### src/tcp_conn_params.svh
// ######################################
// Widths and counts for the TCP connection
// table. Include wherever a port or a type
// needs one of these sizes.
// ######################################

`ifndef TCP_CONN_PARAMS_SVH
`define TCP_CONN_PARAMS_SVH

// Number of vFPGA regions sharing the stack
`define N_REGIONS 4
`define REGION_BITS 2

// Hash slot index
`define HASH_BITS 8

// Key fields and session id
`define IP_ADDR_BITS 32
`define IP_PORT_BITS 16
`define SID_BITS 16

`endif

### src/tcp_conn_pkg.sv
// ######################################
// Shared types for the TCP connection table.
// Modules import this package in their body
// and use scoped names in their port lists.
// ######################################

`default_nettype none

`include "tcp_conn_params.svh"

package tcp_conn_pkg;

  typedef logic [`IP_ADDR_BITS-1:0] ip_addr_t;
  typedef logic [`IP_PORT_BITS-1:0] ip_port_t;
  typedef logic [`SID_BITS-1:0]     tcp_sid_t;
  typedef logic [`REGION_BITS-1:0]  region_id_t;
  typedef logic [`HASH_BITS-1:0]    hash_t;

  // Held flag on top, owner region below
  typedef logic [`REGION_BITS:0]    slot_t;

  typedef enum logic [3:0] {
    IDLE,
    REQ_HASH,
    REQ_LUP,
    REQ_CHECK,
    REQ_SEND,
    REQ_COL,
    RSP_HASH,
    RSP_LUP,
    RSP_SEND
  } conn_state_t;

endpackage

`default_nettype wire

### src/meta_if.sv
// ######################################
// Valid/ready channel with a data word and
// the id of the region it belongs to.
// Master drives valid, data and id.
// ######################################

`timescale 1ns/1ps
`default_nettype none

interface meta_if #(
  parameter int DATA_BITS = 48
) ();
  import tcp_conn_pkg::*;

  logic                 valid;
  logic                 ready;
  logic [DATA_BITS-1:0] data;
  region_id_t           id;

  modport m (output valid, output data, output id, input ready);
  modport s (input valid, input data, input id, output ready);

endinterface

`default_nettype wire

### src/tcp_port_table_ram.sv
// ######################################
// Hash slot RAM, one shared port.
// Read data appears one cycle after the
// address; a write returns the old entry.
// ######################################

`timescale 1ns/1ps
`default_nettype none

`include "tcp_conn_params.svh"

module tcp_port_table_ram (
  input  logic                aclk,
  input  logic                we,
  input  tcp_conn_pkg::hash_t addr,
  input  tcp_conn_pkg::slot_t wdata,
  output tcp_conn_pkg::slot_t rdata
);
  import tcp_conn_pkg::*;

  slot_t mem [2**`HASH_BITS];

  always_ff @(posedge aclk) begin
    if (we) begin
      mem[addr] <= wdata;
    end
    rdata <= mem[addr];
  end

endmodule

`default_nettype wire

### src/tcp_conn_table.sv
// ######################################
// Connection table FSM. Claims a hash slot
// for each open request, answers collisions
// and routes stack responses to the owner.
// One table transaction at a time.
// ######################################

`timescale 1ns/1ps
`default_nettype none

`include "tcp_conn_params.svh"

module tcp_conn_table (
  input  logic                   aclk,
  input  logic                   aresetn,
  meta_if.s                      s_open,
  meta_if.m                      m_open,
  input  logic                   stack_rsp_valid,
  output logic                   stack_rsp_ready,
  input  tcp_conn_pkg::ip_addr_t stack_rsp_addr,
  input  tcp_conn_pkg::ip_port_t stack_rsp_port,
  input  tcp_conn_pkg::tcp_sid_t stack_rsp_sid,
  input  logic                   stack_rsp_success,
  output logic [`N_REGIONS-1:0]  rsp_valid,
  input  logic [`N_REGIONS-1:0]  rsp_ready,
  output tcp_conn_pkg::ip_addr_t rsp_addr,
  output tcp_conn_pkg::ip_port_t rsp_port,
  output tcp_conn_pkg::tcp_sid_t rsp_sid,
  output logic                   rsp_success
);
  import tcp_conn_pkg::*;

  localparam int KEY_BITS = `IP_ADDR_BITS + `IP_PORT_BITS;

  conn_state_t state_q, state_d;
  ip_addr_t    addr_q;
  ip_port_t    port_q;
  tcp_sid_t    sid_q;
  logic        success_q;
  region_id_t  region_q;
  hash_t       hash_q;
  logic        lup_wait;
  hash_t       sweep_cnt;
  logic        sweep_done;

  logic        ram_we;
  hash_t       ram_addr;
  slot_t       ram_wdata;
  slot_t       ram_rdata;
  logic        slot_held;
  logic        open_fire;
  logic        rsp_in_fire;
  logic        rsp_out_fire;

  // XOR of all key bytes
  function automatic hash_t fold_key(ip_addr_t a, ip_port_t p);
    logic [KEY_BITS-1:0] key;
    hash_t               h;
    key = {a, p};
    h   = '0;
    for (int i = 0; i < KEY_BITS / `HASH_BITS; i++) begin
      h ^= key[i*`HASH_BITS +: `HASH_BITS];
    end
    return h;
  endfunction

  assign slot_held = ram_rdata[`REGION_BITS];

  // Stack responses take priority over new requests
  assign stack_rsp_ready = (state_q == IDLE) && sweep_done;
  assign s_open.ready    = (state_q == IDLE) && sweep_done && !stack_rsp_valid;

  assign open_fire    = s_open.valid && s_open.ready;
  assign rsp_in_fire  = stack_rsp_valid && stack_rsp_ready;
  assign rsp_out_fire = |(rsp_valid & rsp_ready);

  assign m_open.valid = (state_q == REQ_SEND);
  assign m_open.data  = {addr_q, port_q};
  assign m_open.id    = region_q;

  always_comb begin
    rsp_valid = '0;
    if (state_q == REQ_COL || state_q == RSP_SEND) begin
      rsp_valid[region_q] = 1'b1;
    end
  end

  assign rsp_addr    = addr_q;
  assign rsp_port    = port_q;
  assign rsp_sid     = sid_q;
  assign rsp_success = success_q;

  always_comb begin
    state_d = state_q;
    case (state_q)
      IDLE: begin
        if (rsp_in_fire) begin
          state_d = RSP_HASH;
        end else if (open_fire) begin
          state_d = REQ_HASH;
        end
      end
      REQ_HASH:  state_d = REQ_LUP;
      REQ_LUP:   state_d = REQ_CHECK;
      REQ_CHECK: state_d = slot_held ? REQ_COL : REQ_SEND;
      REQ_SEND:  state_d = m_open.ready ? IDLE : REQ_SEND;
      REQ_COL:   state_d = rsp_ready[region_q] ? IDLE : REQ_COL;
      RSP_HASH:  state_d = RSP_LUP;
      RSP_LUP:   state_d = lup_wait ? RSP_SEND : RSP_LUP;
      RSP_SEND:  state_d = rsp_ready[region_q] ? IDLE : RSP_SEND;
      default:   state_d = IDLE;
    endcase
  end

  // Sweep clears every slot after reset, then the FSM owns the port
  always_comb begin
    ram_we    = 1'b0;
    ram_addr  = hash_q;
    ram_wdata = {1'b1, region_q};
    if (!sweep_done) begin
      ram_we    = 1'b1;
      ram_addr  = sweep_cnt;
      ram_wdata = '0;
    end else if (state_q == REQ_CHECK && !slot_held) begin
      ram_we = 1'b1;
    end else if (state_q == RSP_SEND && rsp_out_fire && !success_q) begin
      ram_we    = 1'b1;
      ram_wdata = '0;
    end
  end

  always_ff @(posedge aclk) begin
    if (!aresetn) begin
      state_q    <= IDLE;
      lup_wait   <= 1'b0;
      sweep_cnt  <= '0;
      sweep_done <= 1'b0;
    end else begin
      state_q  <= state_d;
      lup_wait <= (state_q == RSP_LUP) && !lup_wait;
      if (!sweep_done) begin
        sweep_cnt <= sweep_cnt + 1'b1;
        if (sweep_cnt == '1) begin
          sweep_done <= 1'b1;
        end
      end
    end
  end

  always_ff @(posedge aclk) begin
    if (rsp_in_fire) begin
      addr_q    <= stack_rsp_addr;
      port_q    <= stack_rsp_port;
      sid_q     <= stack_rsp_sid;
      success_q <= stack_rsp_success;
    end else if (open_fire) begin
      {addr_q, port_q} <= s_open.data;
      region_q         <= s_open.id;
      // A collision answer carries sid 0 and no success
      sid_q            <= '0;
      success_q        <= 1'b0;
    end
    if (state_q == REQ_HASH || state_q == RSP_HASH) begin
      hash_q <= fold_key(addr_q, port_q);
    end
    // Second lookup cycle takes the owner into the routing register
    if (state_q == RSP_LUP && lup_wait) begin
      region_q <= ram_rdata[`REGION_BITS-1:0];
    end
  end

  tcp_port_table_ram i_port_table_ram (
    .aclk  (aclk),
    .we    (ram_we),
    .addr  (ram_addr),
    .wdata (ram_wdata),
    .rdata (ram_rdata)
  );

  a_open_stable: assert property (@(posedge aclk) disable iff (!aresetn)
    m_open.valid && !m_open.ready |=> m_open.valid && $stable(m_open.data));

  a_rsp_onehot: assert property (@(posedge aclk) disable iff (!aresetn)
    $onehot0(rsp_valid));

  // A request waiting at the stack owns its slot in the RAM
  a_send_claimed: assert property (@(posedge aclk) disable iff (!aresetn)
    m_open.valid && $past(m_open.valid) |-> ram_rdata == {1'b1, region_q});

endmodule

`default_nettype wire

### src/flat_wrapper.sv
// flat-port wrapper written by rule: the top's interface ports become plain ports
module tcp_conn_table_flat import tcp_conn_pkg::*;
  (aclk, aresetn, stack_rsp_valid, stack_rsp_ready, stack_rsp_addr, stack_rsp_port, stack_rsp_sid, stack_rsp_success, rsp_valid, rsp_ready, rsp_addr, rsp_port, rsp_sid, rsp_success, s_open_valid, s_open_data, s_open_id, s_open_ready, m_open_valid, m_open_data, m_open_id, m_open_ready);
  meta_if s_open_i ();
  meta_if m_open_i ();
  input  logic aclk;
  input  logic aresetn;
  input  logic stack_rsp_valid;
  output logic stack_rsp_ready;
  input  tcp_conn_pkg::ip_addr_t stack_rsp_addr;
  input  tcp_conn_pkg::ip_port_t stack_rsp_port;
  input  tcp_conn_pkg::tcp_sid_t stack_rsp_sid;
  input  logic stack_rsp_success;
  output logic [`N_REGIONS-1:0] rsp_valid;
  input  logic [`N_REGIONS-1:0] rsp_ready;
  output tcp_conn_pkg::ip_addr_t rsp_addr;
  output tcp_conn_pkg::ip_port_t rsp_port;
  output tcp_conn_pkg::tcp_sid_t rsp_sid;
  output logic rsp_success;
  input wire logic [$bits(s_open_i.valid)-1:0] s_open_valid;
  input wire logic [$bits(s_open_i.data)-1:0] s_open_data;
  input wire logic [$bits(s_open_i.id)-1:0] s_open_id;
  output wire logic [$bits(s_open_i.ready)-1:0] s_open_ready;
  output wire logic [$bits(m_open_i.valid)-1:0] m_open_valid;
  output wire logic [$bits(m_open_i.data)-1:0] m_open_data;
  output wire logic [$bits(m_open_i.id)-1:0] m_open_id;
  input wire logic [$bits(m_open_i.ready)-1:0] m_open_ready;
  assign s_open_i.valid = s_open_valid;
  assign s_open_i.data = s_open_data;
  assign s_open_i.id = s_open_id;
  assign s_open_ready = s_open_i.ready;
  assign m_open_valid = m_open_i.valid;
  assign m_open_data = m_open_i.data;
  assign m_open_id = m_open_i.id;
  assign m_open_i.ready = m_open_ready;
  tcp_conn_table u_core (.aclk(aclk), .aresetn(aresetn), .s_open(s_open_i), .m_open(m_open_i), .stack_rsp_valid(stack_rsp_valid), .stack_rsp_ready(stack_rsp_ready), .stack_rsp_addr(stack_rsp_addr), .stack_rsp_port(stack_rsp_port), .stack_rsp_sid(stack_rsp_sid), .stack_rsp_success(stack_rsp_success), .rsp_valid(rsp_valid), .rsp_ready(rsp_ready), .rsp_addr(rsp_addr), .rsp_port(rsp_port), .rsp_sid(rsp_sid), .rsp_success(rsp_success));
endmodule
### config.mk
export PLATFORM = sky130hd
export DESIGN_NAME = tcp_conn_table_flat
export DESIGN_NICKNAME = d
export VERILOG_FILES = /design/src/tcp_conn_pkg.sv /design/src/meta_if.sv /design/src/tcp_port_table_ram.sv /design/src/tcp_conn_table.sv /design/src/flat_wrapper.sv
export VERILOG_INCLUDE_DIRS = /design/src /design/src/src
export SDC_FILE = /design/constraint.sdc
export NUM_CORES = 1
export LEC_CHECK = 0
export BUFFER_PORTS_ARGS = -buffer_cell sky130_fd_sc_hd__buf_2
export CELL_PAD_IN_SITES_DETAIL_PLACEMENT = 0
export CELL_PAD_IN_SITES_GLOBAL_PLACEMENT = 1
export CORE_ASPECT_RATIO = 0.6
export CORE_MARGIN = 2
export CORE_UTILIZATION = 25
export DETAILED_ROUTE_END_ITERATION = 6
export GPL_TIMING_DRIVEN = 0
export HOLD_SLACK_MARGIN = 0.1
export PLACE_DENSITY_LB_ADDON = 0.1
export SYNTH_ARGS = -nofsm -noshare
export SYNTH_HDL_FRONTEND = slang
export SYNTH_SLANG_ARGS = --single-unit
export TNS_END_PERCENT = 5
### constraint.sdc
create_clock -name aclk -period 21.8 [get_ports aclk]
set_input_delay 1.09 -clock aclk [delete_from_list [all_inputs] [get_ports aclk]]
set_output_delay 1.09 -clock aclk [all_outputs]
set_load 0.05 [all_outputs]
* Yosys cells after proc, flatten, opt, wreduce, memory -nomap -nowiden
Memory sizes are Yosys's and may differ from the RTL's. A register that Yosys moved wholly into a read port is not among the register bits.
Cells that the tools add are included.
** Storage, ports and cells
- Flip-flop bits (word level) :: 89
- Memory bits (writable) :: 768
- Output and inout bits :: 122
- Memories :: 1
** Memories
- u_core.i_port_table_ram.mem :: depth 256, width 3, read ports 1, clocked after memory_dff 1, write ports 1, RTL line tcp_port_table_ram.sv:21 : slot_t mem [2**`HASH_BITS];
** Operators by class
- $add $sub $neg :: 1
- Order comparisons :: 2
- Equality and inequality tests :: 11
- Mux-type cells :: 35
- Bitwise operators :: 6
- Reduce and logical (&&, ||, !) cells :: 21
** Operator list (number)
- $mux W16 :: 4
- $mux W32 :: 2
- $xor A8 B8 Y8 :: 5
- $pmux W4 S9 :: 1
- $mux W4 :: 5
- $eq A4 B3 Y1 const B :: 4
- $mux W3 :: 5
- $mux W1 :: 12
- $logic_and A1 B1 Y1 :: 10
- $add A8 B1 Y8 const B :: 1
- $eq A4 B2 Y1 const B :: 2
- $eq A8 B8 Y1 const B :: 1
- $mux W8 :: 1
- $mux W2 :: 3
- $and A4 B4 Y4 :: 1
- $eq A4 B1 Y1 const B :: 1
- $eq A4 B4 Y1 const B :: 1
- $logic_not A1 Y1 :: 4
- $logic_not A4 Y1 :: 1
- $reduce_bool A2 Y1 :: 2
- $reduce_or A4 Y1 :: 1
- $lt A2 B3 Y1 const B :: 1
- $ne A3 B1 Y1 const B :: 1
- $bmux W1 S2 :: 1
- 5 further kinds :: 6

* Longest topological paths before layout
- Depth after elaboration :: 14
- Gate-level depth with buffers :: 13
- Mapped depth without buffers :: 7

* Cells and area by module
From an unflattened synthesis, not the netlist that was laid out.
** Second synthesis, totals
- Cell total of the unflattened synthesis :: 1917
- Area total of the unflattened synthesis :: 35058.6 sq um
** By module, submodules not included
- tcp_port_table_ram :: instances 1, cells an instance 1564, area each 30407.9 sq um, sequential area each 23122.2 sq um
- tcp_conn_table :: instances 1, cells an instance 353, area each 4650.7 sq um, sequential area each 2532.4 sq um

* Worst setup path after synthesis
Ideal clock, no wire load.
- Path kind :: input-to-reg
- Start point :: in rsp_ready[3]
- End point :: mem u_core.i_port_table_ram.mem[0][0] (netlist bit), data pin
- Arrival time :: 8700 ps
- Required time :: 20933 ps
- Slack :: 12233 ps
- Stages on the path :: 4
- Buffers on the path :: 0
- Cell sequence :: mux4_2 > inv_1 > o31a_1 > and2_1
** Between the ends
- Cells in the longest elaborated chain, start to end :: 7
** RTL lines
- from (decl) :: RTL line flat_wrapper.sv:15 : input logic [`N_REGIONS-1:0] rsp_ready;
- $and A4 B4 Y4 :: RTL line tcp_conn_table.sv:75 : assign rsp_out_fire = |(rsp_valid & rsp_ready);
- $reduce_or A4 Y1 :: RTL line tcp_conn_table.sv:75
- $logic_and A1 B1 Y1 (2 in a row) :: RTL line tcp_conn_table.sv:126 : end else if (state_q == RSP_SEND && rsp_out_fire && !success_q) begin
- $mux W3 :: RTL line tcp_conn_table.sv:126
- $mux W3 :: RTL line tcp_conn_table.sv:124 : end else if (state_q == REQ_CHECK && !slot_held) begin
- $mux W3 :: RTL line tcp_conn_table.sv:120 : if (!sweep_done) begin
- via u_core.i_port_table_ram.wdata[0] :: RTL line tcp_port_table_ram.sv:16 : input tcp_conn_pkg::slot_t wdata,
- to (decl) :: RTL line tcp_port_table_ram.sv:21
The timed path passes the listed nets, and every way through them passes these cells.

* Worst setup path in the final report
- Start point :: reg u_core.sweep_done
- End point :: mem u_core.i_port_table_ram.mem[173][2] (netlist bit) (enable)
** Between the ends
- Cells in the longest elaborated chain, start to end :: 3
- Elaborated cells on any way between the ends :: 4
- Classes of those cells :: mux (4)
** RTL lines
- from (decl) :: RTL line tcp_conn_table.sv:44 : logic sweep_done;
- from (signal assigned) :: RTL line tcp_conn_table.sv:137 : sweep_done <= 1'b0;
- from (signal assigned) :: RTL line tcp_conn_table.sv:144 : sweep_done <= 1'b1;
- $mux W1 :: RTL line tcp_conn_table.sv:120
- $mux W1 :: RTL line tcp_port_table_ram.sv:24 : if (we) begin
- $mux W1 (not written as such) :: RTL line tcp_port_table_ram.sv:25 : mem[addr] <= wdata;
Several ways; a longest one is shown, not always the timed one.

==> flow_metrics.py <==
metrics = {
    "yosys": {
        "synth_area_per_cell_sq_um": 16.1,
        "yosysSeqAreaShare_pct": 72.7,
        "syn-num-nets": 2313,
        "synth-async-reset-ratio_pct": 0,
        "yosys.area.top_type": "edfxtp_1",
        "synth_edf_count": 843,
        "synth_ff_type": "edfxtp_1",
        "synth_cells": 2188,
        "yosys_warnings": 0,
        "ys_ff_latch": 860,
        "synth_area_leaders": "edfxtp_1, mux4_2, nand2_1, nor2_1, nand3_1",
        "yosys.area.top_type_share_pct": 71.8,
        "syn-cell-area_sq_mm": 0.0353,
        "synth_cell_types": 54,
    },
    "grt": {
        "antenna_found_initial": 9,
        "grt_pass1_vias": 21632,
        "grt_usage_pct": 17.2,
        "grt_max_degree": 77,
        "grt-ovfl-total": 0,
        "grt_first_pass_wirelength_um": 173000,
    },
    "pwr": {
        "vdd_drop_max_uv": 63.0,
        "power_density_mw_per_mm2": 85.2,
        "p_leak_nw": 13.8,
    },
    "placement": {
        "dp_hpwl_um": 91500,
        "gp_congestion": 0.823,
        "port_buffers": 245,
        "dp.cells": 4343,
    },
    "detailed_routing": {
        "drt-total-wl_um": 124000,
        "drtPass1Iterations": 5,
        "ant_nets": 0,
        "wl_per_cell_um": 27.5,
        "via_per_inst": 4.74,
        "drc": 0,
        "num_vias": 21358,
        "drt_iter0_drc": 2267,
    },
    "clock_network": {
        "cts_resized": 0,
        "htree_levels": 3,
        "cts_made_buffers": 89,
        "post_cts_buffers": 0,
        "root_buffer": "clkbuf_16",
        "cts.path.max_buffers": 3,
        "clock_latency_ns": 0.72,
        "cts_tree": "yes",
        "postCtsHoldBufs": 0,
        "clkTransAtPathRegs_ns": 0.06,
        "clock-sinks": 860,
    },
    "hold_path": {
        "min_path_type": "flip-flop to flip-flop",
    },
    "timing": {
        "period_needed_ns": 5.61,
        "slew_viol_final": 0,
        "period_share_pct": 25.8,
        "worst_pin_slew_ns": 1.44,
        "finalHoldViolations": 0,
        "relSlewSlack_pct": 3.97,
        "rsz0062_at_grt": "false",
        "clock_skew_ns": 0.0386,
        "tns_ns": 0,
        "setup_viol": 0,
        "max_freq_ghz": 0.178,
    },
    "worst_setup_path": {
        "crit_arrival_ns": 5.98,
        "crit_required_ns": 22.17,
        "critPathKind": "flip-flop to flip-flop",
        "slowest_delay_ns": 1.08,
        "cp-end-kind": "flip-flop",
        "crit_path_top_delay_cell": "clkbuf_1",
        "cp-start-kind": "flip-flop",
        "worst-path-max-fanout": 10,
        "cpMostUsedCell": "clkbuf_1",
        "crit_chain": "buf_2 -> mux2_2 -> buf_2 -> clkbuf_1 -> clkbuf_1 -> nor3_1 -> nand2_1 -> clkbuf_1 -> nor2_1",
    },
    "outcome": {
        "status": "complete, no violations",
    },
    "final_layout": {
        "area_growth_pct": 20.2,
        "instances_no_fill": 4510,
        "multiInputGateArea_sq_mm": 0.00868,
        "drive_above_1_share_pct": 25.5,
        "nets": 2669,
        "register_area_sq_mm": 0.0257,
        "fillerInstances": 13846,
    },
    "die": {
        "die_area_sq_mm": 0.144,
        "start_util_pct": 25.3,
        "pin_count": 246,
        "core-area_sq_mm": 0.140,
        "fp.dieW_um": 489,
        "die_y_um": 295,
        "num_rows": 106,
    },
    "flow_run": {
        "drv_cap": 0,
    },
}
[path summary, 6_finish.rpt]
| check | from | end | slack [ns] | depth (start not counted) |
|---|---|---|---|---|
| setup / recovery | u_core.sweep_done$_SDFF_PN0_ | u_core.i_port_table_ram.mem[173][2]$_DFFE_PP_ | 16.19 | 9 |
| setup reg to reg | u_core.sweep_done$_SDFF_PN0_ | u_core.i_port_table_ram.mem[173][2]$_DFFE_PP_ | 16.19 | 9 |
| hold reg to reg | u_core.sweep_cnt[7]$_SDFFE_PN0N_ | u_core.sweep_cnt[7]$_SDFFE_PN0N_ | 0.57 | 2 |
| hold / removal | u_core.sweep_cnt[7]$_SDFFE_PN0N_ | u_core.sweep_cnt[7]$_SDFFE_PN0N_ | 0.57 | 2 |
[report_power, final]
part           switching (mW)  internal (mW)  total [mW]  leakage, nW
sequential            0.00189           1.79        1.79         7.94
combinational           0.120         0.0619       0.182         4.42
clock                   0.691          0.947        1.64         1.49
total                   0.813           2.80        3.61         13.8
[worst max-delay path: cells and delay by family, from the launching register on]
kind	cells	cell delay, ns
flops	1	0.29
buf+inv	5	3.60
simple gates	3	1.09
mux	1	0.25
[flip-flops by register name, summed over array words and instances (netlist names)]
| register | count |
|---|---|
| u_core.i_port_table_ram.rdata | 3 |
| u_core.state_q | 4 |
| u_core.lup_wait | 1 |
| u_core.rsp_port | 16 |
| u_core.rsp_success | 1 |
| u_core.hash_q | 8 |
| u_core.m_open.id | 2 |
| u_core.i_port_table_ram.mem | 768 |
| u_core.rsp_addr | 32 |
| u_core.sweep_done | 1 |
| u_core.rsp_sid | 16 |
| u_core.sweep_cnt | 8 |
[layout by cell type (no fill, tap or decap), types with 5 or more instances in the layout]
| cell | netlist | routed |
|---|---|---|
| edfxtp_1 | 843 | 843 |
| nand2_1 | 320 | 320 |
| inv_1 | 5 | 5 |
| buf_6 | 6 | 6 |
| mux2i_1 | 13 | 13 |
| dfxtp_1 | 17 | 17 |
| mux4_2 | 166 | 166 |
| xnor2_1 | 36 | 36 |
| a21oi_1 | 8 | 6 |
| buf_12 | 0 | 11 |
| clkinv_2 | 0 | 10 |
| and3_1 | 23 | 23 |
| nor3_1 | 6 | 6 |
| nand4_1 | 42 | 42 |
| bufinv_16 | 0 | 15 |
| or3_1 | 6 | 6 |
| clkbuf_16 | 0 | 90 |
| nand3_1 | 97 | 97 |
| xor2_1 | 8 | 8 |
| a32oi_1 | 13 | 13 |
| clkinv_1 | 0 | 17 |
| nor2_1 | 269 | 269 |
| buf_2 | 30 | 275 |
| a41oi_1 | 6 | 6 |
| a221oi_1 | 9 | 9 |
| nand3b_1 | 7 | 7 |
| o2111ai_1 | 7 | 7 |
| o21ai_0 | 10 | 10 |
| o31ai_1 | 6 | 6 |
| buf_4 | 53 | 54 |
| and2_1 | 10 | 8 |
| a22oi_1 | 25 | 25 |
| buf_1 | 6 | 6 |
| buf_16 | 0 | 5 |
| a22o_1 | 7 | 7 |
| clkbuf_1 | 82 | 98 |
[cell usage after synthesis, types with 8 or more instances]
cell and n:
a21oi_1 8, a221oi_1 9, a22oi_1 25, a32oi_1 13, and2_1 10, and3_1 23, buf_2 30, buf_4 53
clkbuf_1 82, dfxtp_1 17, edfxtp_1 843, mux2i_1 13, mux4_2 166, nand2_1 320, nand3_1 97, nand4_1 42
nor2_1 269, o21ai_0 10, xnor2_1 36, xor2_1 8
[layer usage]
layer	track usage, %	wire length [um]	vias to the layer above
li1	-	-	9117
met2	23.1	49500	703
met4	3.08	1800	4
met1	28.0	65000	11407
met3	3.47	7850	127
met5	0	34	-
[through the flow]
stage,hold slack [ns],power (mW),util [%],setup slack [ns],area (sq um)
final,0.565,3.61,30.4,16.19,42400
after CTS,0.552,3.66,30.3,16.21,42400
after global placement,0.523,2.01,27.8,2.01,38900
after global routing,0.580,3.73,30.3,15.92,42400
after detailed placement,0.544,2.01,28.1,15.90,39300
after floorplan,0.491,1.92,-,12.23,35300
[logic make-up after synthesis]
group / Yosys count / synth area share (%)
DFF: 860 / 72.7
AOI/OAI and AO/OA: 116 / 2.48
buffers and inverters: 182 / 2.73
muxes: 185 / 11.2
xor gates and xnor gates: 44 / 1.09
and+or+nand+nor: 800 / 9.74
adders and majority gates: 1 / 0.0355
[final cells by class]
cell class | instances | share of cell area (%)
Tap cell | 1890 | 5.58
Sequential cell | 860 | 60.5
Timing Repair Buffer | 265 | 3.86
Inverter | 5 | 0.0443
Clock inverter | 56 | 1.77
Multi-Input combinational cell | 1146 | 20.5
Buffer | 177 | 2.23
Clock buffer | 107 | 5.49
Antenna cell | 4 | 0.0236
Power figures use the tool's default switching activity.
